### src/common/upscan_params.svh
/*
 * Timing constants for the 15 kHz to 31 kHz upscan
 *   Output horizontal and vertical timing
 *   Line store bank depth
 *   Input capture windows for the 720, 640 and 576 pixel modes
 */

`ifndef UPSCAN_PARAMS_SVH
`define UPSCAN_PARAMS_SVH

// Output line, in DCLK cycles
`define H_TOTAL       10'd855
`define H_SYNC        10'd62
`define H_ERASE       10'd69
`define H_DISP        10'd720

// Output frame, in lines
`define V_TOTAL       10'd525
`define V_SYNC        10'd2

// Words in one bank of the line store
`define LINE_WORDS    11'd768

// Input windows, in pixels after the hsync falling edge
`define WIN_START_720 10'd69
`define WIN_WIDTH_720 10'd720
`define WIN_START_640 10'd128
`define WIN_WIDTH_640 10'd640
`define WIN_START_576 10'd96
`define WIN_WIDTH_576 10'd576

`endif

### src/common/upscan_pkg.sv
/*
 * Shared types for the upscan datapath
 *   pixel_t        RGB pixel, 8 bits per channel
 *   upscan_mode_t  input width selection
 *   blend_weight_t previous sample weight in eighths
 *   line_addr_t    word address across both line store banks
 */

package upscan_pkg;

    typedef struct packed {
        logic [7:0] r;
        logic [7:0] g;
        logic [7:0] b;
    } pixel_t;

    typedef enum logic [1:0] {
        MODE_720 = 2'd0,  // Native width
        MODE_640 = 2'd1,  // Stretched by 9/8
        MODE_576 = 2'd2   // Stretched by 5/4
    } upscan_mode_t;

    // 0 takes the current sample only, 8 the previous sample only
    typedef logic [3:0] blend_weight_t;

    typedef logic [10:0] line_addr_t;

endpackage

### src/stretch/pixel_blend.sv
/*
 * Two-tap horizontal blend
 *   Previous sample register
 *   Per channel weighted sum in eighths, truncated
 */

`timescale 1ns/1ps

module pixel_blend
    import upscan_pkg::*;
(
    input  logic          DCLK,
    input  logic          RESET_n,
    input  logic          rd_line_start,
    input  logic          blend_en,
    input  blend_weight_t weight,
    input  pixel_t        rd_pixel,
    output pixel_t        out_pixel,
    output logic          out_de
);

    pixel_t prev_pixel;
    pixel_t mix;

    // w eighths of the previous sample, the rest from the current one
    function automatic logic [7:0] blend_ch(input logic [7:0] p, input logic [7:0] c,
                                            input blend_weight_t w);
        logic [11:0] sum;
        sum = {4'd0, p} * {8'd0, w} + {4'd0, c} * {8'd0, 4'd8 - w};
        return sum[10:3];
    endfunction

    assign mix.r = blend_ch(prev_pixel.r, rd_pixel.r, weight);
    assign mix.g = blend_ch(prev_pixel.g, rd_pixel.g, weight);
    assign mix.b = blend_ch(prev_pixel.b, rd_pixel.b, weight);

    always_ff @(posedge DCLK or negedge RESET_n) begin
        if (!RESET_n) begin
            prev_pixel <= '0;
            out_pixel  <= '0;
            out_de     <= 1'b0;
        end else begin
            out_de <= blend_en;
            if (rd_line_start) begin
                prev_pixel <= '0;  // Left edge blends against black
                out_pixel  <= '0;
            end else if (blend_en) begin
                prev_pixel <= rd_pixel;
                out_pixel  <= mix;
            end
        end
    end

endmodule

### config.mk
export PLATFORM = sky130hd
export DESIGN_NAME = pixel_blend
export DESIGN_NICKNAME = d
export VERILOG_FILES = /design/src/common/upscan_params.svh /design/src/common/upscan_pkg.sv /design/src/stretch/pixel_blend.sv
export SDC_FILE = /design/constraint.sdc
export NUM_CORES = 1
export LEC_CHECK = 0
export ABC_CLOCK_PERIOD_IN_PS = 5350
export CAP_MARGIN = 30
export CORE_UTILIZATION = 64
export CTS_CLUSTER_DIAMETER = 40
export DETAILED_ROUTE_END_ITERATION = 10
export DONT_BUFFER_PORTS = 1
export GPL_TIMING_DRIVEN = 1
export PLACE_DENSITY = 0.78
export SLEW_MARGIN = 20
export SYNTH_ARGS = -nofsm -noshare
export SYNTH_HDL_FRONTEND = slang
export SYNTH_SLANG_ARGS = --single-unit
### constraint.sdc
create_clock -name DCLK -period 5.35 [get_ports DCLK]
set_input_delay 0.2675 -clock DCLK [delete_from_list [all_inputs] [get_ports DCLK]]
set_output_delay 0.2675 -clock DCLK [all_outputs]
set_load 0.02 [all_outputs]
# Word level (Yosys, flattened, before mapping)
# Index checks and enable logic that the tools add are counted.
# classes
add_sub_neg,4
multipliers,6
n_mux,4
n_reduce_logical,1
# ops
cell,count
2-to-1 mux 24 bit,4
multiplier 8 x 4 -> 11 bit,6
adder 11 bit,3
"subtractor 4 bit, first input constant",1
nonzero test 2 bit,1
# word_totals
register_bits,49
input_bits,32
elab_cells,22

# Longest topological paths before layout
# depth
depth_word,5
ltp_mapped,22
mapped_depth_nobuf,18

# Worst setup path after synthesis
# OpenSTA, ideal clock, no wires.
# synth_timing
path_kind,input to register
startpoint,in weight[0]
endpoint,reg out_pixel[15] (netlist name)
arrival_time_ns,4.845
required_ns,5.277
path_slack_ns,0.432
path_stages,20
path_cell_list,buf_4 buf_6 clkbuf_1 inv_1 ha_1 xnor2_1 clkbuf_1 and2_1 fa_1 inv_1 fa_1 fa_1 inv_1 fa_1 ha_1 nand3_2 a31o_1 and2_4 a2111oi_4 nand4bb_1
# synth_between
elab_chain_cells,5
# synth_lines
element,line_no,text
start: declaration,pixel_blend.sv:16,"input blend_weight_t weight,"
subtractor 4 bit,pixel_blend.sv:29,"sum = {4'd0, p} * {8'd0, w} + {4'd0, c} * {8'd0, 4'd8 - w};"
multiplier 8 x 4 -> 11 bit,pixel_blend.sv:29,
adder 11 bit (*),pixel_blend.sv:29,
2-to-1 mux 24 bit (*),pixel_blend.sv:47,end else if (blend_en) begin
2-to-1 mux 24 bit (*),pixel_blend.sv:44,if (rd_line_start) begin
end signal: assignment,pixel_blend.sv:49,out_pixel <= mix;
end: declaration,pixel_blend.sv:18,"output pixel_t out_pixel,"
# Mark *: on every way between the ends. The rest lies on a longest branch, timed or not. The select of a mux whose other input is x is not followed.
# A chain may end at the register's enable or synchronous reset.

# Final worst setup path
# layout_timing
startpoint,in weight[2]
endpoint,reg out_pixel[23] (netlist name)
# Same word-level chain as after synthesis.

==> flow_metrics.tcl <==
set metrics [dict create \
    dp_cells 951 \
    wl_met1_um 7010 \
    track_usage_pct 30.6 \
    reg2reg_to "out_pixel[7]" \
    initial_core_util_pct 66.9 \
    critPathKind "primary input to flop" \
    rsz0062_at_grt "no" \
    startpoint "weight[2]" \
    yosysSeqAreaShare_pct 15.7 \
    rows 39 \
    yosys_warnings 0 \
    synth_seq_cells 49 \
    netlist_area_mm2 0.00780 \
    gp_congestion 0.862 \
    finClkSkew_ns 0.0119 \
    cts_buffer_depth 2 \
    reg2reg_depth 13 \
    worst_ep_arrival_time_ns 4.71 \
    antenna_cells 0 \
    final_common_cell "inv_1" \
    clock_sinks 49 \
    yosys_most_used_dff "dfrtp_1" \
    worst-path-max-fanout 31 \
    synth_cells 837 \
    placed_cell_area_mm2 0.00786 \
    slew_violations 0 \
    antenna_found_initial 0 \
    grt_pass1_wl_um 29900 \
    period_needed_ns 4.48 \
    fp.dieH_um 112 \
    postCtsSetupBuffers 0 \
    postSynthAreaPerCell_um2 9.32 \
    drtIter0Drc 304 \
    wl_met2_um 8720 \
    leakagePower_nw 3.90 \
    yosysTopAreaCell "fa_1" \
    fmax_mhz 223 \
    grt_pass1_vias 6236 \
    fillCellCount 926 \
    synth_edf_count 0 \
    status "finished clean" \
    ant_nets 0 \
    yosysUniqueCellTypes 50 \
    grt-ovfl-total 0 \
    io_pins 57 \
    rrSetupSlack_ns 1.15 \
    clk_latency_ns 0.31 \
    cts_max_level 2 \
    finalNonFillerCells 962 \
    post-route-period-util_pct 83.7 \
    via_count 5698 \
    powerDensity_mw_per_mm2 318 \
    drt_pass1_iterations 5 \
    drv_cap 0 \
    dp_hpwl_um 13100 \
    cts_buffers 5 \
    coreArea_mm2 0.0117 \
    port_buffers 0 \
    clkTransAtPathRegs_ns 0.08 \
    crit_end "out_pixel[23]" \
    die-area_mm2 0.0126 \
    r2r-start "prev_pixel[3]" \
    drive_gt1_share_pct 3.54 \
    yosys-top-cells-area "fa_1 (31%), dfrtp_1 (16%), and2_1 (11%)" \
    max_slew_margin_pct 52.0 \
    required_ns 5.58 \
    area_growth_pct 3.74 \
    synth_top_area_share_pct 30.8 \
    crit_path_end_kind "flop" \
    wl_um 17300 \
    top_layer_used "met4" \
    nNetsFinal 1025 \
    tritoncts "done" \
    routedWlPerCell_um 18.0 \
    syn_nets 1044 \
    die_x_um 112 \
    start_kind "primary input" \
    fin_area_mm2 0.00810 \
    synthArstFlopShare_pct 100 \
    utilization_pct 69.4 \
    drc 0 \
    final_cell_mix "inv_1 (153), and2_1 (138), fa_1 (120)" \
    hp-class "primary input to flop" \
    setup_viol 0 \
    grt_max_degree 54 \
    hold_viol 0 \
    vias_per_cell 5.92 \
    max_slew.worst_pin.slew_ns 0.719 \
    ir_drop_mv 0.350 \
    wl_met3_um 971 \
    setup-tns-final_ns 0 \
    clockRootBuffer "clkbuf_16" \
]
power by group:
group	internal, mW	total, mW	leakage (nW)	switching [mW]
Clock	0.268	0.425	0.0938	0.157
Sequential	0.443	0.577	0.649	0.135
Combinational	0.672	1.57	3.16	0.900
cell families (layout without fill, tap and decap cells):
group | count (synthesis) | after routing | share of synthesized area, %
buffers and inverters | 186 | 168 | 9.35
AND/OR/NAND/NOR | 291 | 291 | 20.3
adder cells (fa/ha/maj) | 175 | 175 | 39.6
XOR/XNOR | 29 | 29 | 3.25
AO/OA/AOI/OAI | 74 | 74 | 7.60
flip-flops | 49 | 49 | 15.7
multiplexers | 33 | 33 | 4.23
worst max-delay path: stages:
cell and delay [ns]:
o31a_1 0.32, or2_1 0.34, buf_4 0.23, and2_1 0.18, fa_1 0.49, inv_1 0.06
fa_1 0.45, fa_1 0.49, inv_1 0.05, fa_1 0.44, ha_1 0.40, nand3_1 0.16
a31o_1 0.27, a2111oi_0 0.37, nand4bb_1 0.17
cell usage after synthesis (4+ instances only):
cell type / number
clkbuf_1: 22
buf_2: 7
xor2_1: 13
nand4_1: 9
and2_1: 138
dfrtp_1: 49
inv_1: 153
a211oi_1: 7
o21ai_1: 7
mux2i_1: 33
a311oi_1: 4
nand2b_1: 6
o21a_1: 5
nand3b_1: 4
o211ai_1: 4
fa_1: 120
nand3_1: 5
ha_1: 55
nand2_1: 63
nor2_1: 48
xnor2_1: 16
a21oi_1: 12
a21o_1: 6
cell type report:
type,instances,area [µm²],share of cell area (%)
timing repair buffer,7,77.6,0.958
tap,143,179,2.21
multi-input combinational,602,5850,72.2
clock buffer,5,125,1.55
inverter,153,574,7.09
sequential,49,1230,15.1
clock inverter,3,65.1,0.804
through the flow:
| step | hold WS, ns | setup slack (ns) | power [mW] |
|---|---|---|---|
| 2_1_floorplan | -0.0281 | 0.432 | 1.84 |
| 3_3_place_gp | -0.0264 | 0.675 | 2.06 |
| 3_5_place_dp | -0.0271 | 0.569 | 2.13 |
| 4_1_cts | 0.00745 | 0.874 | 2.59 |
| 5_1_grt | 0.00449 | 0.673 | 2.81 |
| 6_report | 0.0107 | 0.873 | 2.57 |
worst min-delay path by stage:
stage / startpoint / to / slack, ns / depth (start not counted)
final: rd_line_start / prev_pixel[5] / 0.01 / 1
after global routing: rd_line_start / prev_pixel[7] / 0.004 / 1
after CTS: rd_line_start / prev_pixel[7] / 0.007 / 1
after detailed placement: RESET_n / prev_pixel[5] / -0.03 / 0
after global placement: RESET_n / prev_pixel[5] / -0.03 / 0
after floorplan: RESET_n / out_de / -0.03 / 0
routing by layer:
layer,GRT usage (%),vias to the layer above
met3,5.24,36
li1,-,2565
met4,13.5,0
met2,52.4,159
met1,38.3,2938
met5,0,-
what timing repair did:
action	4_1_cts	5_1_grt
endpoints found under the hold margin	50	0
hold buffers	3	0
resized for setup	0	0
sequential cells by signal (all words and copies together) (netlist names):
signal	cells
out_de	1
out_pixel	24
prev_pixel	24
Power figures use the tool's default switching activity.
