==> src/common/upscan_params.svh <==
/*
 * Timing constants for the 15 kHz to 31 kHz upscan
 *   Output horizontal and vertical timing
 *   Line store bank depth
 *   Input capture windows for the 720, 640 and 576 pixel modes
 */

`ifndef UPSCAN_PARAMS_SVH
`define UPSCAN_PARAMS_SVH

// Output line, in DCLK cycles
`define H_TOTAL       10'd855
`define H_SYNC        10'd62
`define H_ERASE       10'd69
`define H_DISP        10'd720

// Output frame, in lines
`define V_TOTAL       10'd525
`define V_SYNC        10'd2

// Words in one bank of the line store
`define LINE_WORDS    11'd768

// Input windows, in pixels after the hsync falling edge
`define WIN_START_720 10'd69
`define WIN_WIDTH_720 10'd720
`define WIN_START_640 10'd128
`define WIN_WIDTH_640 10'd640
`define WIN_START_576 10'd96
`define WIN_WIDTH_576 10'd576

`endif

==> src/common/upscan_pkg.sv <==
/*
 * Shared types for the upscan datapath
 *   pixel_t        RGB pixel, 8 bits per channel
 *   upscan_mode_t  input width selection
 *   blend_weight_t previous sample weight in eighths
 *   line_addr_t    word address across both line store banks
 */

package upscan_pkg;

    typedef struct packed {
        logic [7:0] r;
        logic [7:0] g;
        logic [7:0] b;
    } pixel_t;

    typedef enum logic [1:0] {
        MODE_720 = 2'd0,  // Native width
        MODE_640 = 2'd1,  // Stretched by 9/8
        MODE_576 = 2'd2   // Stretched by 5/4
    } upscan_mode_t;

    // 0 takes the current sample only, 8 the previous sample only
    typedef logic [3:0] blend_weight_t;

    typedef logic [10:0] line_addr_t;

endpackage

==> src/stretch/stretch_sequencer.sv <==
/*
 * Read sequencer for horizontal stretch
 *   Phase counter per mode: 9 phases at 640, 5 at 576, 1 at 720
 *   Read address stepping and blend weight per phase
 *   Weight and enable delayed to line up with RAM data
 */

`timescale 1ns/1ps
`include "upscan_params.svh"

module stretch_sequencer
    import upscan_pkg::*;
(
    input  logic          DCLK,
    input  logic          RESET_n,
    input  upscan_mode_t  mode,
    input  logic          rd_line_start,
    input  logic          rd_bank,
    input  logic          rd_active,
    output line_addr_t    rd_addr,
    output blend_weight_t weight,
    output logic          blend_en
);

    logic [3:0]    phase;
    logic [3:0]    last_phase;
    logic          addr_step;
    line_addr_t    addr_cnt;
    blend_weight_t phase_weight;
    blend_weight_t weight_q;
    logic          issue_q;

    always_comb begin
        case (mode)
            MODE_640: begin
                last_phase   = 4'd8;
                addr_step    = (phase != 4'd7);  // Sample 7 feeds two outputs
                phase_weight = phase;
            end
            MODE_576: begin
                last_phase   = 4'd4;
                addr_step    = (phase != 4'd3);
                phase_weight = {phase[2:0], 1'b0};  // Quarters as eighths
            end
            default: begin
                last_phase   = 4'd0;
                addr_step    = 1'b1;
                phase_weight = 4'd0;  // Straight copy
            end
        endcase
    end

    always_ff @(posedge DCLK or negedge RESET_n) begin
        if (!RESET_n) begin
            phase    <= '0;
            addr_cnt <= '0;
        end else if (rd_line_start) begin
            phase    <= '0;
            addr_cnt <= rd_bank ? `LINE_WORDS : 11'd0;
        end else if (rd_active) begin
            phase    <= (phase >= last_phase) ? 4'd0 : phase + 4'd1;
            addr_cnt <= addr_cnt + {10'd0, addr_step};
        end
    end

    // Address stage
    always_ff @(posedge DCLK or negedge RESET_n) begin
        if (!RESET_n) begin
            rd_addr  <= '0;
            weight_q <= '0;
            issue_q  <= 1'b0;
        end else begin
            issue_q <= rd_active;
            if (rd_active) begin
                rd_addr  <= addr_cnt;
                weight_q <= phase_weight;
            end
        end
    end

    // Matches the RAM read latency
    always_ff @(posedge DCLK or negedge RESET_n) begin
        if (!RESET_n) begin
            weight   <= '0;
            blend_en <= 1'b0;
        end else begin
            weight   <= weight_q;
            blend_en <= issue_q;
        end
    end

endmodule

==> config.mk <==
export PLATFORM = sky130hd
export DESIGN_NAME = stretch_sequencer
export DESIGN_NICKNAME = d
export VERILOG_FILES = /design/src/common/upscan_pkg.sv /design/src/stretch/stretch_sequencer.sv
export VERILOG_INCLUDE_DIRS = /design/src /design/src/common
export SDC_FILE = /design/constraint.sdc
export NUM_CORES = 1
export LEC_CHECK = 0
export ABC_AREA = 1
export BUFFER_PORTS_ARGS = -buffer_cell sky130_fd_sc_hd__buf_2
export CELL_PAD_IN_SITES_DETAIL_PLACEMENT = 0
export CELL_PAD_IN_SITES_GLOBAL_PLACEMENT = 1
export CORE_MARGIN = 1
export CORE_UTILIZATION = 38
export CTS_CLUSTER_DIAMETER = 30
export DETAILED_ROUTE_END_ITERATION = 12
export PLACE_DENSITY_LB_ADDON = 0.25
export SLEW_MARGIN = 40
export SYNTH_ARGS = -nofsm -noshare
export SYNTH_HDL_FRONTEND = slang
export SYNTH_SLANG_ARGS = --single-unit
==> constraint.sdc <==
create_clock -name DCLK -period 1.6 [get_ports DCLK]
set_input_delay 0.16 -clock DCLK [delete_from_list [all_inputs] [get_ports DCLK]]
set_output_delay 0.16 -clock DCLK [all_outputs]
set_load 0.03 [all_outputs]
* Yosys cells after proc, flatten, opt, wreduce, memory -nomap -nowiden *
Index checks and enable logic that the tools add are counted.

cells by class
  add/subtract/negate cells = 2
  eq/ne operators = 4
  magnitude comparators = 1
  muxes and demuxes = 9
  reductions and logical operators = 1

operators by type and width
  cell                   count
  $mux W11               2
  $pmux W4 S2            2
  $mux W4                3
  $add A11 B1 Y11        1
  $mux W10               1
  $add A4 B1 Y4 const B  1
  $ge A4 B4 Y1           1
  $ne A4 B2 Y1 const B   1
  $ne A4 B3 Y1 const B   1
  $eq A2 B1 Y1 const B   1
  $eq A2 B2 Y1 const B   1
  $pmux W1 S2            1
  $reduce_bool A2 Y1     1

storage, ports and cells
  bits in registers = 36
  output and inout bits = 16
  word-level logic and storage cells = 24

* Depth between registers and ports, before layout *
  word-level depth = 6
  gate-level depth with buffers = 12

* Worst setup path before layout *
Ideal clock, no wire load.

  path type = flip-flop to flip-flop
  start = register phase[2]
  end = register addr_cnt[10]
  stages on the path, launching flop included = 11
  arrival = 1.508 ns
  data required time = 1.529 ns
  slack = 0.021 ns
  buffers on the path = 0
  period minus slack after synthesis = 1.579 ns
  library setup time = 0.071 ns
  cell sequence = dfrtp_1 > ha_1 > nand3_1 > ha_1 > ha_1 > nand2_1 > nor2_2 > nand3_1 > nand2_1 > inv_1 > nor2_1

between the ends
  longest elaborated chain between the ends = 5
  elaborated cells between the ends (all ways) = 6
  classes of those cells = add/sub (1); eq/ne (2); mux (3)

ends and longest elaborated chain
  item                                          line                                              source
  start, declared                               stretch_sequencer.sv:25                           logic [3:0] phase;
  start signal, assigned                        stretch_sequencer.sv:61                           phase <= (phase >= last_phase) ? 4'd0 : phase + 4'd1;
  $ne A4 B2 Y1 or $ne A4 B3 Y1 (tied branches)  stretch_sequencer.sv:42, stretch_sequencer.sv:37
  $pmux W1 S2 (*)                               stretch_sequencer.sv:34                           case (mode)
  $add A11 B1 Y11 (*)                           stretch_sequencer.sv:62                           addr_cnt <= addr_cnt + {10'd0, addr_step};
  $mux W11 (*)                                  stretch_sequencer.sv:60                           end else if (rd_active) begin
  $mux W11 (*)                                  stretch_sequencer.sv:57                           end else if (rd_line_start) begin
  end signal, assigned                          stretch_sequencer.sv:59                           addr_cnt <= rd_bank ? `LINE_WORDS : 11'd0;
  end signal, assigned                          stretch_sequencer.sv:62
  end, declared                                 stretch_sequencer.sv:28                           line_addr_t addr_cnt;

Every way passes the cells marked *; elsewhere a longest branch is shown, timed or not. The select of a mux whose other input is x is not followed.
A chain may end at the register's enable or synchronous reset.

* Worst setup path in the final report *
  start = register phase[2]
  end = register addr_cnt[6]

The elaborated chain is that of the path after synthesis.

==> impl_results.md <==
- Status: finished, final reports clean
- Hold Crit Depth: 1
- Final period utilization: 0.995
- Die Wd: just under 70 µm
- First-pass GRT wire length: about 6 mm
- Root buffer cell: clkbuf_8
- Period minus WS final: 1590 ps
- RSZ-0062 raised after global routing: yes
- Initial core utilization: 0.395
- Final WL: ~3.3 mm
- Vias in the first global route: roughly 1,300
- Pins over their slew limit: 0
- H-tree levels: 2
- Crit path top cell by count: ha_4
- Ant. Diodes: 0
- Initial antenna violation count: 0
- Area contributors post-synth: dfrtp_1 (53%), nand2_1 (13%), ha_1 (8.1%)
- Sw power: 0.000455 W
- Vias/cell: 4.57
- Hold Path End: issue_q$_DFF_PN0_
- Seq/Total Area, Yosys: 0.528
- Clock insertion delay at the later pin of the skew report: about 280 ps
- Initial drt markers: 60
- Final total power: ~0.0019 W
- First-pass detailed-route iteration total: 4
- Number of fillers in the final layout: 422
- Die ar.: roughly 0.0048 mm²
- Maximum fanout along the worst path: 3
- Netlist Area Pre-Place: about 0.0017 mm²
- Die H: slightly below 70 µm
- Logic gate share of total power: 0.103
- Row cnt: 24
- Sequential Power Share: 0.497
- Worst clock skew: roughly 3.2 ps
- Total I/O pin count: 23
- R2R depth: 8
- Critical path class: flip-flop to flip-flop
- Worst reg2reg startpoint: phase[2]$_DFFE_PN0P_
- GRT Overall Usage: 0.157
- Syn avg cell area: about 8.8 µm²
- Setup crit end kind: flip-flop
- Post-synth top area cell: dfrtp_1
- Post-route antenna net violation count: 0
- Sw Share: 0.237
- Synthesized net count: ~210
- R2R setup slack: about 8.7 ps
- CP Data Required Time: between 1500 and 2000 ps
- TritonCTS buffer count: 5
- Total core area: approximately 0.0043 mm²
- Cell variety after synth: 25
- Cell count after synthesis: slightly below 200
- Startpoint types: flip-flop
- Clock transition at the registers of the reported paths: 70 ps
- Clock power frac: 0.400
- Detailed-route DRC error count: 0
- Routed wire per std cell: roughly 12 µm
- Worst path cell trace: ha_1 > nand3_2 > ha_4 > ha_4 > nand3_1 > inv_2 > a21oi_1 > nor3_1
- Number of port buffers: 22
- Pin count of the biggest net entering global routing: 27
- Max-Slew Margin vs Limit: 0.731
- Pwr Density: roughly 900 mW/mm²
- Clk buf depth: 2
- Sum of buffers and inverters on the critical path: 1
- Largest delay share family, worst path: adder cells
- Max incr delay on CP: 380 ps
- Synth Register Bits: 36
- Final GP Congestion: between 0.7 and 0.8
- Hold WC Path Type: primary input to flip-flop
- DR vias: 1,290
- Slew @ Worst Pin: ~400 ps
- # Max-Cap Violations: 0
- Area delta synth->final: 24.9%
- Final Instance Area: 0.00213 mm²
- Dpl hpwl: roughly 2.4 mm
- Max Freq: between 600 and 700 MHz
- Setup Viol. Count Final: 0
- Layout cells sized above 1: 0.274
- CP startpoint: phase[2]$_DFFE_PN0P_
- Post-DP Area: roughly 0.0019 mm²
- Synth top area share: 0.528
- Int Pwr: 0.00146 W
- Hold wc startpoint: rd_active
- Peak supply drop: roughly 0.39 mV
- Yosys warning total: 0
- Slowest CP cell: dfrtp_1
- Grt total ovfl: 0
- FF-to-FF End: addr_cnt[6]$_DFFE_PN0P_
- Crit path DAT: 1760 ps
- Clock tree sinks: 36
- Post-layout util: 0.493
- NumNets Final: 247
- CTS tree: built
- Pleak: around 1.1 nW
- Endpoints failing hold: 0
## cell families after synthesis
logic type                 Yosys count  share of synthesized area
and+or+nand+nor                     92                      0.235
DFF                                 36                      0.528
buffers and inverters               29                     0.0689
AOI/OAI and AO/OA                   24                     0.0770
adders and majority gates           11                     0.0806
xor gates and xnor gates             2                     0.0103
## area by class of cell
type	count	area [µm²]	share of cell area
clock buffers	6	72.6	0.0340
inverters	26	103	0.0481
multi-input cells	129	763	0.358
well taps	52	65.1	0.0305
repair buffers	31	193	0.0904
clock inverters	2	35.0	0.0164
flip-flops and latches	36	901	0.423
## per-layer routing
| metal | wire [µm] | vias up | global-route usage |
|---|---|---|---|
| li1 | - | 690 | - |
| met1 | 1710 | 572 | 0.218 |
| met2 | 1390 | 22 | 0.232 |
| met3 | 124 | 6 | 0.0439 |
| met4 | 56 | 0 | 0.0612 |
| met5 | 0 | - | 0 |
## synthesized netlist by cell type
cell type	number
inv_4	1
o21ai_0	2
o21a_1	1
o22ai_1	2
dfrtp_1	36
nand2_2	1
o31ai_1	1
a21oi_1	7
nor2_2	6
nand4_1	1
buf_4	1
buf_2	2
nor3_1	3
nand2_4	1
xor2_1	1
inv_1	20
nor2_1	7
o21ai_1	10
nor2_4	1
nand3_1	14
xnor2_1	1
a21oi_2	1
inv_2	5
nand2_1	58
ha_1	11
## worst max path at each step
stage                                to  cells past startpoint
3_3_place_gp   addr_cnt[10]$_DFFE_PN0P_                     13
3_5_place_dp   addr_cnt[10]$_DFFE_PN0P_                     13
5_1_grt        addr_cnt[10]$_DFFE_PN0P_                     10
4_1_cts        addr_cnt[10]$_DFFE_PN0P_                     10
6_report        addr_cnt[6]$_DFFE_PN0P_                      8
2_1_floorplan  addr_cnt[10]$_DFFE_PN0P_                     10
## metrics by stage
stage	setup TNS [ps]	hold slack, ps	setup WS [ps]	instances
floorplan	0	-136	20.5	194
global placement	-910	112	-162	273
detailed placement	-992	113	-223	273
CTS	-32.1	102	-32.1	283
global route	-333	104	-90.0	282
finish	0	107	8.72	282
## worst register-to-register path, cell delays in order (launching register included)
cell and delay, ps:
dfrtp_1 380, ha_1 290, nand3_2 80, ha_4 180
ha_4 170, nand3_1 120, inv_2 70, a21oi_1 120
nor3_1 60
## power by group through the flow
stage                logic, W  clock network (W)  registers [W]
floorplan           0.0000871                  0       0.000994
global placement     0.000189                  0       0.000968
detailed placement   0.000189                  0       0.000968
CTS                  0.000195           0.000797       0.000952
global route         0.000226           0.000840       0.000955
finish               0.000197           0.000768       0.000953
## sequential cells by signal (all words and copies together) (netlist names)
| signal | count |
|---|---|
| phase | 4 |
| weight | 4 |
| rd_addr | 11 |
| blend_en | 1 |
| addr_cnt | 11 |
| issue_q | 1 |
| weight_q | 4 |
## what timing repair did
item                                    CTS  global route
pin swaps                                 6             9
endpoints found under the hold margin    15             0
gates resized for setup                   7             9
endpoints found under the setup margin    4            11
hold buffers                              1             0
buffers inserted                          1             0
## cell usage in the layout, fill, tap and decap left out, drive strengths merged, types with 2 or more instances in the layout
cell type,n
a21oi,8
inv,26
dfrtp,36
nor2,14
nand2,60
nor3,3
clkbuf,6
o21ai,12
ha,11
buf,30
o22ai,2
nand3,14
Note: power is estimated with default switching activity, not from simulation.
