<file path="src/common/upscan_params.svh">
/*
 * Timing constants for the 15 kHz to 31 kHz upscan
 *   Output horizontal and vertical timing
 *   Line store bank depth
 *   Input capture windows for the 720, 640 and 576 pixel modes
 */

`ifndef UPSCAN_PARAMS_SVH
`define UPSCAN_PARAMS_SVH

// Output line, in DCLK cycles
`define H_TOTAL       10'd855
`define H_SYNC        10'd62
`define H_ERASE       10'd69
`define H_DISP        10'd720

// Output frame, in lines
`define V_TOTAL       10'd525
`define V_SYNC        10'd2

// Words in one bank of the line store
`define LINE_WORDS    11'd768

// Input windows, in pixels after the hsync falling edge
`define WIN_START_720 10'd69
`define WIN_WIDTH_720 10'd720
`define WIN_START_640 10'd128
`define WIN_WIDTH_640 10'd640
`define WIN_START_576 10'd96
`define WIN_WIDTH_576 10'd576

`endif

</file>
<file path="src/common/upscan_pkg.sv">
/*
 * Shared types for the upscan datapath
 *   pixel_t        RGB pixel, 8 bits per channel
 *   upscan_mode_t  input width selection
 *   blend_weight_t previous sample weight in eighths
 *   line_addr_t    word address across both line store banks
 */

package upscan_pkg;

    typedef struct packed {
        logic [7:0] r;
        logic [7:0] g;
        logic [7:0] b;
    } pixel_t;

    typedef enum logic [1:0] {
        MODE_720 = 2'd0,  // Native width
        MODE_640 = 2'd1,  // Stretched by 9/8
        MODE_576 = 2'd2   // Stretched by 5/4
    } upscan_mode_t;

    // 0 takes the current sample only, 8 the previous sample only
    typedef logic [3:0] blend_weight_t;

    typedef logic [10:0] line_addr_t;

endpackage

</file>
<file path="src/source/scan_ctrl.sv">
/*
 * Scan control
 *   Input sync edge detection and capture window per mode
 *   Write bank selection
 *   Output H/V counters realigned on input vsync
 *   Output syncs, read line start, read bank and read window
 */

`timescale 1ns/1ps
`include "upscan_params.svh"

module scan_ctrl
    import upscan_pkg::*;
(
    input  logic         DCLK,
    input  logic         RESET_n,
    input  upscan_mode_t mode,
    input  logic         in_pix_en,
    input  logic         in_hs_n,
    input  logic         in_vs_n,
    output logic         wr_line_start,
    output logic         wr_bank,
    output logic         wr_active,
    output logic         rd_line_start,
    output logic         rd_bank,
    output logic         rd_active,
    output logic         out_hs_n,
    output logic         out_vs_n
);

    // Sequencer, RAM and blend stages between rd_active and out_de
    localparam logic [9:0] RD_LEAD = 10'd3;

    logic       hs_prev;
    logic       vs_prev;
    logic       hs_fall;
    logic       vs_fall;
    logic [9:0] in_h_cnt;
    logic [9:0] pix_idx;
    logic [9:0] win_start;
    logic [9:0] win_width;
    logic [9:0] h_cnt;
    logic [9:0] v_cnt;
    logic [1:0] line_cnt;
    logic       h_wrap;
    logic       v_wrap;

    // Syncs only mean something on a pixel strobe
    assign hs_fall = in_pix_en && hs_prev && !in_hs_n;
    assign vs_fall = in_pix_en && vs_prev && !in_vs_n;
    assign pix_idx = hs_fall ? 10'd0 : in_h_cnt;  // Edge pixel is index 0

    always_ff @(posedge DCLK or negedge RESET_n) begin
        if (!RESET_n) begin
            hs_prev <= 1'b1;
            vs_prev <= 1'b1;
        end else if (in_pix_en) begin
            hs_prev <= in_hs_n;
            vs_prev <= in_vs_n;
        end
    end

    always_ff @(posedge DCLK or negedge RESET_n) begin
        if (!RESET_n) begin
            in_h_cnt <= '0;
        end else if (hs_fall) begin
            in_h_cnt <= 10'd1;
        end else if (in_pix_en && in_h_cnt != 10'h3ff) begin
            in_h_cnt <= in_h_cnt + 10'd1;  // Saturates without syncs
        end
    end

    always_comb begin
        case (mode)
            MODE_640: begin
                win_start = `WIN_START_640;
                win_width = `WIN_WIDTH_640;
            end
            MODE_576: begin
                win_start = `WIN_START_576;
                win_width = `WIN_WIDTH_576;
            end
            default: begin
                win_start = `WIN_START_720;
                win_width = `WIN_WIDTH_720;
            end
        endcase
    end

    always_ff @(posedge DCLK or negedge RESET_n) begin
        if (!RESET_n) begin
            wr_line_start <= 1'b0;
            wr_active     <= 1'b0;
            wr_bank       <= 1'b1;
        end else begin
            wr_line_start <= hs_fall;
            wr_active     <= in_pix_en && (pix_idx >= win_start)
                             && (pix_idx < win_start + win_width);
            if (vs_fall)
                wr_bank <= 1'b1;      // Frame starts in bank 1
            else if (hs_fall)
                wr_bank <= !wr_bank;  // Ping-pong per input line
        end
    end

    // Output timing
    assign h_wrap = (h_cnt == `H_TOTAL - 10'd1);
    assign v_wrap = (v_cnt == `V_TOTAL - 10'd1);

    always_ff @(posedge DCLK or negedge RESET_n) begin
        if (!RESET_n) begin
            h_cnt    <= '0;
            v_cnt    <= '0;
            line_cnt <= '0;
        end else if (vs_fall) begin
            h_cnt    <= '0;  // Lock output frame to input vsync
            v_cnt    <= '0;
            line_cnt <= '0;
        end else if (h_wrap) begin
            h_cnt    <= '0;
            v_cnt    <= v_wrap ? 10'd0 : v_cnt + 10'd1;
            line_cnt <= line_cnt + 2'd1;
        end else begin
            h_cnt    <= h_cnt + 10'd1;
        end
    end

    always_ff @(posedge DCLK or negedge RESET_n) begin
        if (!RESET_n) begin
            out_hs_n      <= 1'b1;
            out_vs_n      <= 1'b1;
            rd_line_start <= 1'b0;
            rd_bank       <= 1'b0;
            rd_active     <= 1'b0;
        end else begin
            out_hs_n      <= (h_cnt >= `H_SYNC);
            out_vs_n      <= (v_cnt >= `V_SYNC);
            rd_line_start <= (h_cnt == 10'd1);
            if (h_cnt == 10'd1)
                rd_bank <= line_cnt[1];  // Each input line read twice
            rd_active     <= (h_cnt >= `H_ERASE - RD_LEAD)
                             && (h_cnt < `H_ERASE - RD_LEAD + `H_DISP);
        end
    end

endmodule

</file>
<file path="config.mk">
export PLATFORM = sky130hd
export DESIGN_NAME = scan_ctrl
export DESIGN_NICKNAME = d
export VERILOG_FILES = /design/src/common/upscan_pkg.sv /design/src/source/scan_ctrl.sv
export VERILOG_INCLUDE_DIRS = /design/src /design/src/common
export SDC_FILE = /design/constraint.sdc
export NUM_CORES = 1
export LEC_CHECK = 0
export BUFFER_PORTS_ARGS = -buffer_cell sky130_fd_sc_hd__buf_2
export CORE_UTILIZATION = 30
export CTS_BUF_LIST = sky130_fd_sc_hd__clkbuf_4
export DETAILED_ROUTE_END_ITERATION = 8
export PLACE_DENSITY_LB_ADDON = 0.3
export SLEW_MARGIN = 20
export SYNTH_ARGS = -nofsm -noshare
export SYNTH_HDL_FRONTEND = slang
export SYNTH_SLANG_ARGS = --single-unit
export TNS_END_PERCENT = 10
</file>
<file path="constraint.sdc">
create_clock -name DCLK -period 6.3 [get_ports DCLK]
set_input_delay 0.945 -clock DCLK [delete_from_list [all_inputs] [get_ports DCLK]]
set_output_delay 0.945 -clock DCLK [all_outputs]
set_load 0.01 [all_outputs]
</file>
; ---- Word-level counts from Yosys, hierarchy flattened
; Index checks and enable logic that the tools add are counted.
[word_totals]
ff_bits = 42
in_bits = 7
out_inout_bits = 8
wordCells = 59
[op_classes]
n_addsub = 5
magnitude_cmp = 6
n_eq_ne = 6
mux = 14
n_reduce_logical = 14
[op_table]
columns = op, n
row1 = $mux W10, 8
row2 = $pmux W8 S2, 2
row3 = $add A10 B1 Y10 const B, 3
row4 = $eq A10 B10 Y1 const B, 2
row5 = $add A10 B10 Y10, 1
row6 = $eq A10 B1 Y1 const B, 1
row7 = $ge A10 B10 Y1, 1
row8 = $ge A10 B2 Y1 const B, 1
row9 = $ge A10 B6 Y1 const B, 1
row10 = $ge A10 B7 Y1 const B, 1
row11 = $lt A10 B10 Y1, 1
row12 = $lt A10 B10 Y1 const B, 1
row13 = $ne A10 B10 Y1 const B, 1
row14 = $logic_and A1 B1 Y1, 8
row15 = $reduce_bool A2 Y1, 3
row16 = $mux W2, 2
row17 = $logic_not A1 Y1, 3
row18 = $add A2 B1 Y2 const B, 1
row19 = $eq A2 B1 Y1 const B, 1
row20 = $eq A2 B2 Y1 const B, 1
row21 = $mux W1, 2

; ---- Depth between registers and ports, before layout
[depth]
word_depth = 6
depth_mapped = 10
mapped_depth_nobuf = 9

; ---- Worst setup path after synthesis
; No wires, ideal clock.
[synth_timing]
path_type = input port to flip-flop
start = in in_pix_en
end = reg wr_active
setup_ns = 0.122
arrival_time_ns = 2.837
required_ns = 6.178
path_slack_ns = 3.341
stages = 10
path_buffers = 2
cell_sequence = clkbuf_1 -> nand2_1 -> inv_1 -> buf_1 -> nor2_1 -> ha_1 -> nand4_1 -> a2111oi_0 -> o21ai_0 -> o2111a_1
[synth_via]
elab_chain_cells = 6
word_cells_on_any_way = 7
cone_classes = 2 x order compare / 1 x mux / 4 x reduce/logical
[synth_lines]
columns = element, line
row1 = from (decl), scan_ctrl.sv:18  ; input logic in_pix_en,
row2 = $logic_and A1 B1 Y1 (*) (2 in series), scan_ctrl.sv:49  ; assign hs_fall = in_pix_en && hs_prev && !in_hs_n;
row3 = named net hs_fall, scan_ctrl.sv:36  ; logic hs_fall;
row4 = $mux W10 (*), scan_ctrl.sv:51  ; assign pix_idx = hs_fall ? 10'd0 : in_h_cnt;
row5 = $ge A10 B10 Y1, scan_ctrl.sv:97  ; wr_active <= in_pix_en && (pix_idx >= win_start)
row6 = $logic_and A1 B1 Y1, scan_ctrl.sv:97
row7 = $logic_and A1 B1 Y1 (*), scan_ctrl.sv:98  ; && (pix_idx < win_start + win_width);
row8 = to (signal assigned), scan_ctrl.sv:97
row9 = to (decl), scan_ctrl.sv:23  ; output logic wr_active,
; The timed path passes the listed nets; every way through them passes the cells marked *.
; A chain may end at the register's enable or synchronous reset.

; ---- Final worst setup path
[layout_timing]
start = in in_pix_en
end = reg wr_active
[layout_via]
elab_chain_cells = 6
word_cells_on_any_way = 7
cone_classes = 2 x order compare / 1 x mux / 4 x reduce/logical
[layout_lines]
columns = element, line
row1 = $logic_and A1 B1 Y1 (2 in series), scan_ctrl.sv:49
row2 = $mux W10, scan_ctrl.sv:51
row3 = $ge A10 B10 Y1, scan_ctrl.sv:97
row4 = $logic_and A1 B1 Y1, scan_ctrl.sv:97
row5 = $logic_and A1 B1 Y1 (*), scan_ctrl.sv:98
; Every way passes the cells marked *; elsewhere a longest branch is shown, timed or not.

==> flow_metrics.env <==
export IMPL_status="finished clean"
export IMPL_cp_max_fo=14
export IMPL_cts_resized=0
export IMPL_postRouteAntennaNets=0
export IMPL_clock_sinks=42
export IMPL_arrival_ps=2950
export IMPL_netlist_area_um2=2500
export IMPL_critPathKind="primary input to register"
export IMPL_syn_area_per_cell_um2=9.35
export IMPL_fin_crit_ps=2710
export IMPL_rows=32
export IMPL_postCtsSetupBuffers=0
export IMPL_synth_cell_types=50
export IMPL_gp_congestion=0.835
export IMPL_crit_path_end_kind="register"
export IMPL_grt_use_total_pct=12.6
export IMPL_power_leakage_nw=1.18
export IMPL_layout_drive_gt1_share_pct=12.2
export IMPL_die_w_um=93.2
export IMPL_setup_viol=0
export IMPL_slew_headroom_pct=37.0
export IMPL_cts_buffers=5
export IMPL_seq_area_frac_synth_pct=42.4
export IMPL_cts_hold_buffers_added=0
export IMPL_synthToLayoutAreaGrowth_pct=7.97
export IMPL_r2r_end="wr_active"
export IMPL_ir_worst_vdd_uv=71.6
export IMPL_drc=0
export IMPL_dpl_cell_count=372
export IMPL_ys_ff_latch=42
export IMPL_yosys_warnings=0
export IMPL_dieArea_um2=8690
export IMPL_r2r_slack_ps=3740
export IMPL_tightest_slew_ps=946
export IMPL_clockBufferDepth=2
export IMPL_clk_pin_slew_worst_paths_ps=120
export IMPL_min_path_cells=1
export IMPL_portBuffers=14
export IMPL_slew_violations=0
export IMPL_synth_edf_count=0
export IMPL_grt_max_degree=43
export IMPL_grt_pass1_wl_mm=8.57
export IMPL_ios=15
export IMPL_final_nets=302
export IMPL_clk_latency_ps=340
export IMPL_grt_pass1_vias=1782
export IMPL_first_iter_violations=79
export IMPL_viasPerCell=5.22
export IMPL_drtPass1Iterations=4
export IMPL_period_share_pct=43.0
export IMPL_hp_start="rd_bank"
export IMPL_ys_flop_type="dfrtp_1"
export IMPL_min_path_type="register to register"
export IMPL_start_util_pct=31.6
export IMPL_hold_viol=0
export IMPL_num_antenna_cells=0
export IMPL_startpoint_type="primary input"
export IMPL_rsz0062_at_grt="false"
export IMPL_timing_fmax_mhz=370
export IMPL_p_per_area_nw_per_um2=232
export IMPL_post_dp_cell_area_um2=2640
export IMPL_finalClockSkew_ps=8.60
export IMPL_cts_root_buf="clkbuf_4"
export IMPL_via_count=1982
export IMPL_final_cells=380
export IMPL_grt_overflow=0
export IMPL_r2r_cells=9
export IMPL_wl_per_cell_um=12.9
export IMPL_reg2reg_from="hs_prev"
export IMPL_min_delay_worst_endpoint="rd_bank"
export IMPL_fin_hold_ws_ps=523
export IMPL_syn_num_nets=292
export IMPL_final_area_um2=2700
export IMPL_cap_viol_max_count=0
export IMPL_die_height_um=93.2
export IMPL_netlist_instances=267
export IMPL_tns_ps=0
export IMPL_cts_tree="built"
export IMPL_place_hpwl_mm=3.50
export IMPL_coreArea_um2=7890
export IMPL_async_flop_share_pct=100
export IMPL_required_ps=6540
export IMPL_finalPower_uw=626
export IMPL_drt_total_wl_mm=4.90
export IMPL_antenna_found_initial=0
export IMPL_h_tree_depth=2
## layout by cell type (no fill, tap or decap), types with 2 or more instances in the layout
cell type / n
nand3_1: 18
inv_1: 20
nand2_1: 14
o31ai_1: 2
xnor2_1: 7
or3_1: 3
nor2b_1: 4
mux2_2: 3
o21a_1: 2
nor3_1: 6
nand4_1: 9
nor4_1: 6
and3_1: 4
o311ai_0: 2
xor2_1: 8
and4_1: 2
or4_1: 2
dfstp_2: 5
o21ai_0: 10
ha_1: 18
o22ai_1: 2
a21oi_1: 9
buf_2: 14
nand2b_1: 4
o211ai_1: 2
dfrtp_1: 37
a2111oi_0: 2
or2_2: 2
a31oi_1: 9
nor2_1: 25
nand3b_1: 3
clkbuf_4: 6
## layer usage
layer	part of all wire, %	routed length [um]	vias to the layer above	global-route usage (%)
met4	0.88	43	0	4.10
met1	50	2430	968	16.9
met5	0	0	-	0
met3	2.6	127	2	3.01
met2	47	2300	24	19.8
li1	-	-	988	-
## power by group
| group | internal, mW | total [mW] | switching (mW) |
|---|---|---|---|
| logic | 0.0633 | 0.136 | 0.0729 |
| clock network | 0.0464 | 0.131 | 0.0846 |
| registers | 0.306 | 0.358 | 0.0523 |
| total | 0.416 | 0.626 | 0.210 |
## worst max-delay path by stage
stage               startpoint         to  slack (ps)  cells after the start
floorplan            in_pix_en  wr_active        3340                     10
global placement     in_pix_en  wr_active        3280                      9
detailed placement     in_hs_n  wr_active        3200                     10
CTS                  in_pix_en  wr_active        3580                      9
global route         in_pix_en  wr_active        3360                      9
finish               in_pix_en  wr_active        3590                      9
## cell type report
class	count	area [um2]
clock inverter	2	8.76
clock buffer	6	45.0
fill	800	5190
tap	102	128
sequential	42	1060
multi-input combinational	194	1310
timing repair buffer	14	70.1
inverter	20	75.1
## synthesized netlist by cell type, types with 5 or more instances
cell type,number,share of area [%]
xnor2_1,7,2.5
ha_1,18,9.0
nand3_1,18,3.6
a21oi_1,9,1.8
a31oi_1,9,2.3
xor2_1,8,2.8
dfrtp_1,37,37
dfstp_2,5,5.3
inv_1,20,3.0
nor3_1,6,1.2
nand4_1,9,2.3
o21ai_0,10,2.0
nor4_1,6,1.5
nand2_1,14,2.1
clkbuf_1,6,0.90
nor2_1,25,3.8
## critical path: stages
cell and delay (ps):
buf_2 210, nand2_1 190, inv_1 380, nor2b_1 140, ha_1 330, nand4_1 90
a2111oi_0 320, o21ai_0 160, o2111a_1 170
## stage by stage
step,util [%],setup slack [ps]
after detailed placement,33.5,3200
after global routing,34.2,3360
after global placement,33.5,3280
final,34.2,3590
after CTS,34.2,3580
after floorplan,-,3340
## cell families (layout without fill, tap and decap cells)
logic type      count (synthesis)  in the layout  share of synthesized area [%]
compound gates                 50             50                           13.3
xor+xnor                       15             15                           5.26
fa+ha+maj                      18             18                           9.02
buf+inv                        31             42                           5.11
flops                          42             42                           42.4
mux                             4              4                           1.75
simple gates                  107            107                           23.2
## registers in the layout (all words and copies together) (netlist names)
register and count:
h_cnt 10, hs_prev 1, in_h_cnt 10, line_cnt 2, out_hs_n 1, out_vs_n 1
rd_active 1, rd_bank 1, rd_line_start 1, v_cnt 10, vs_prev 1, wr_active 1
wr_bank 1, wr_line_start 1
Power figures use the tool's default switching activity.
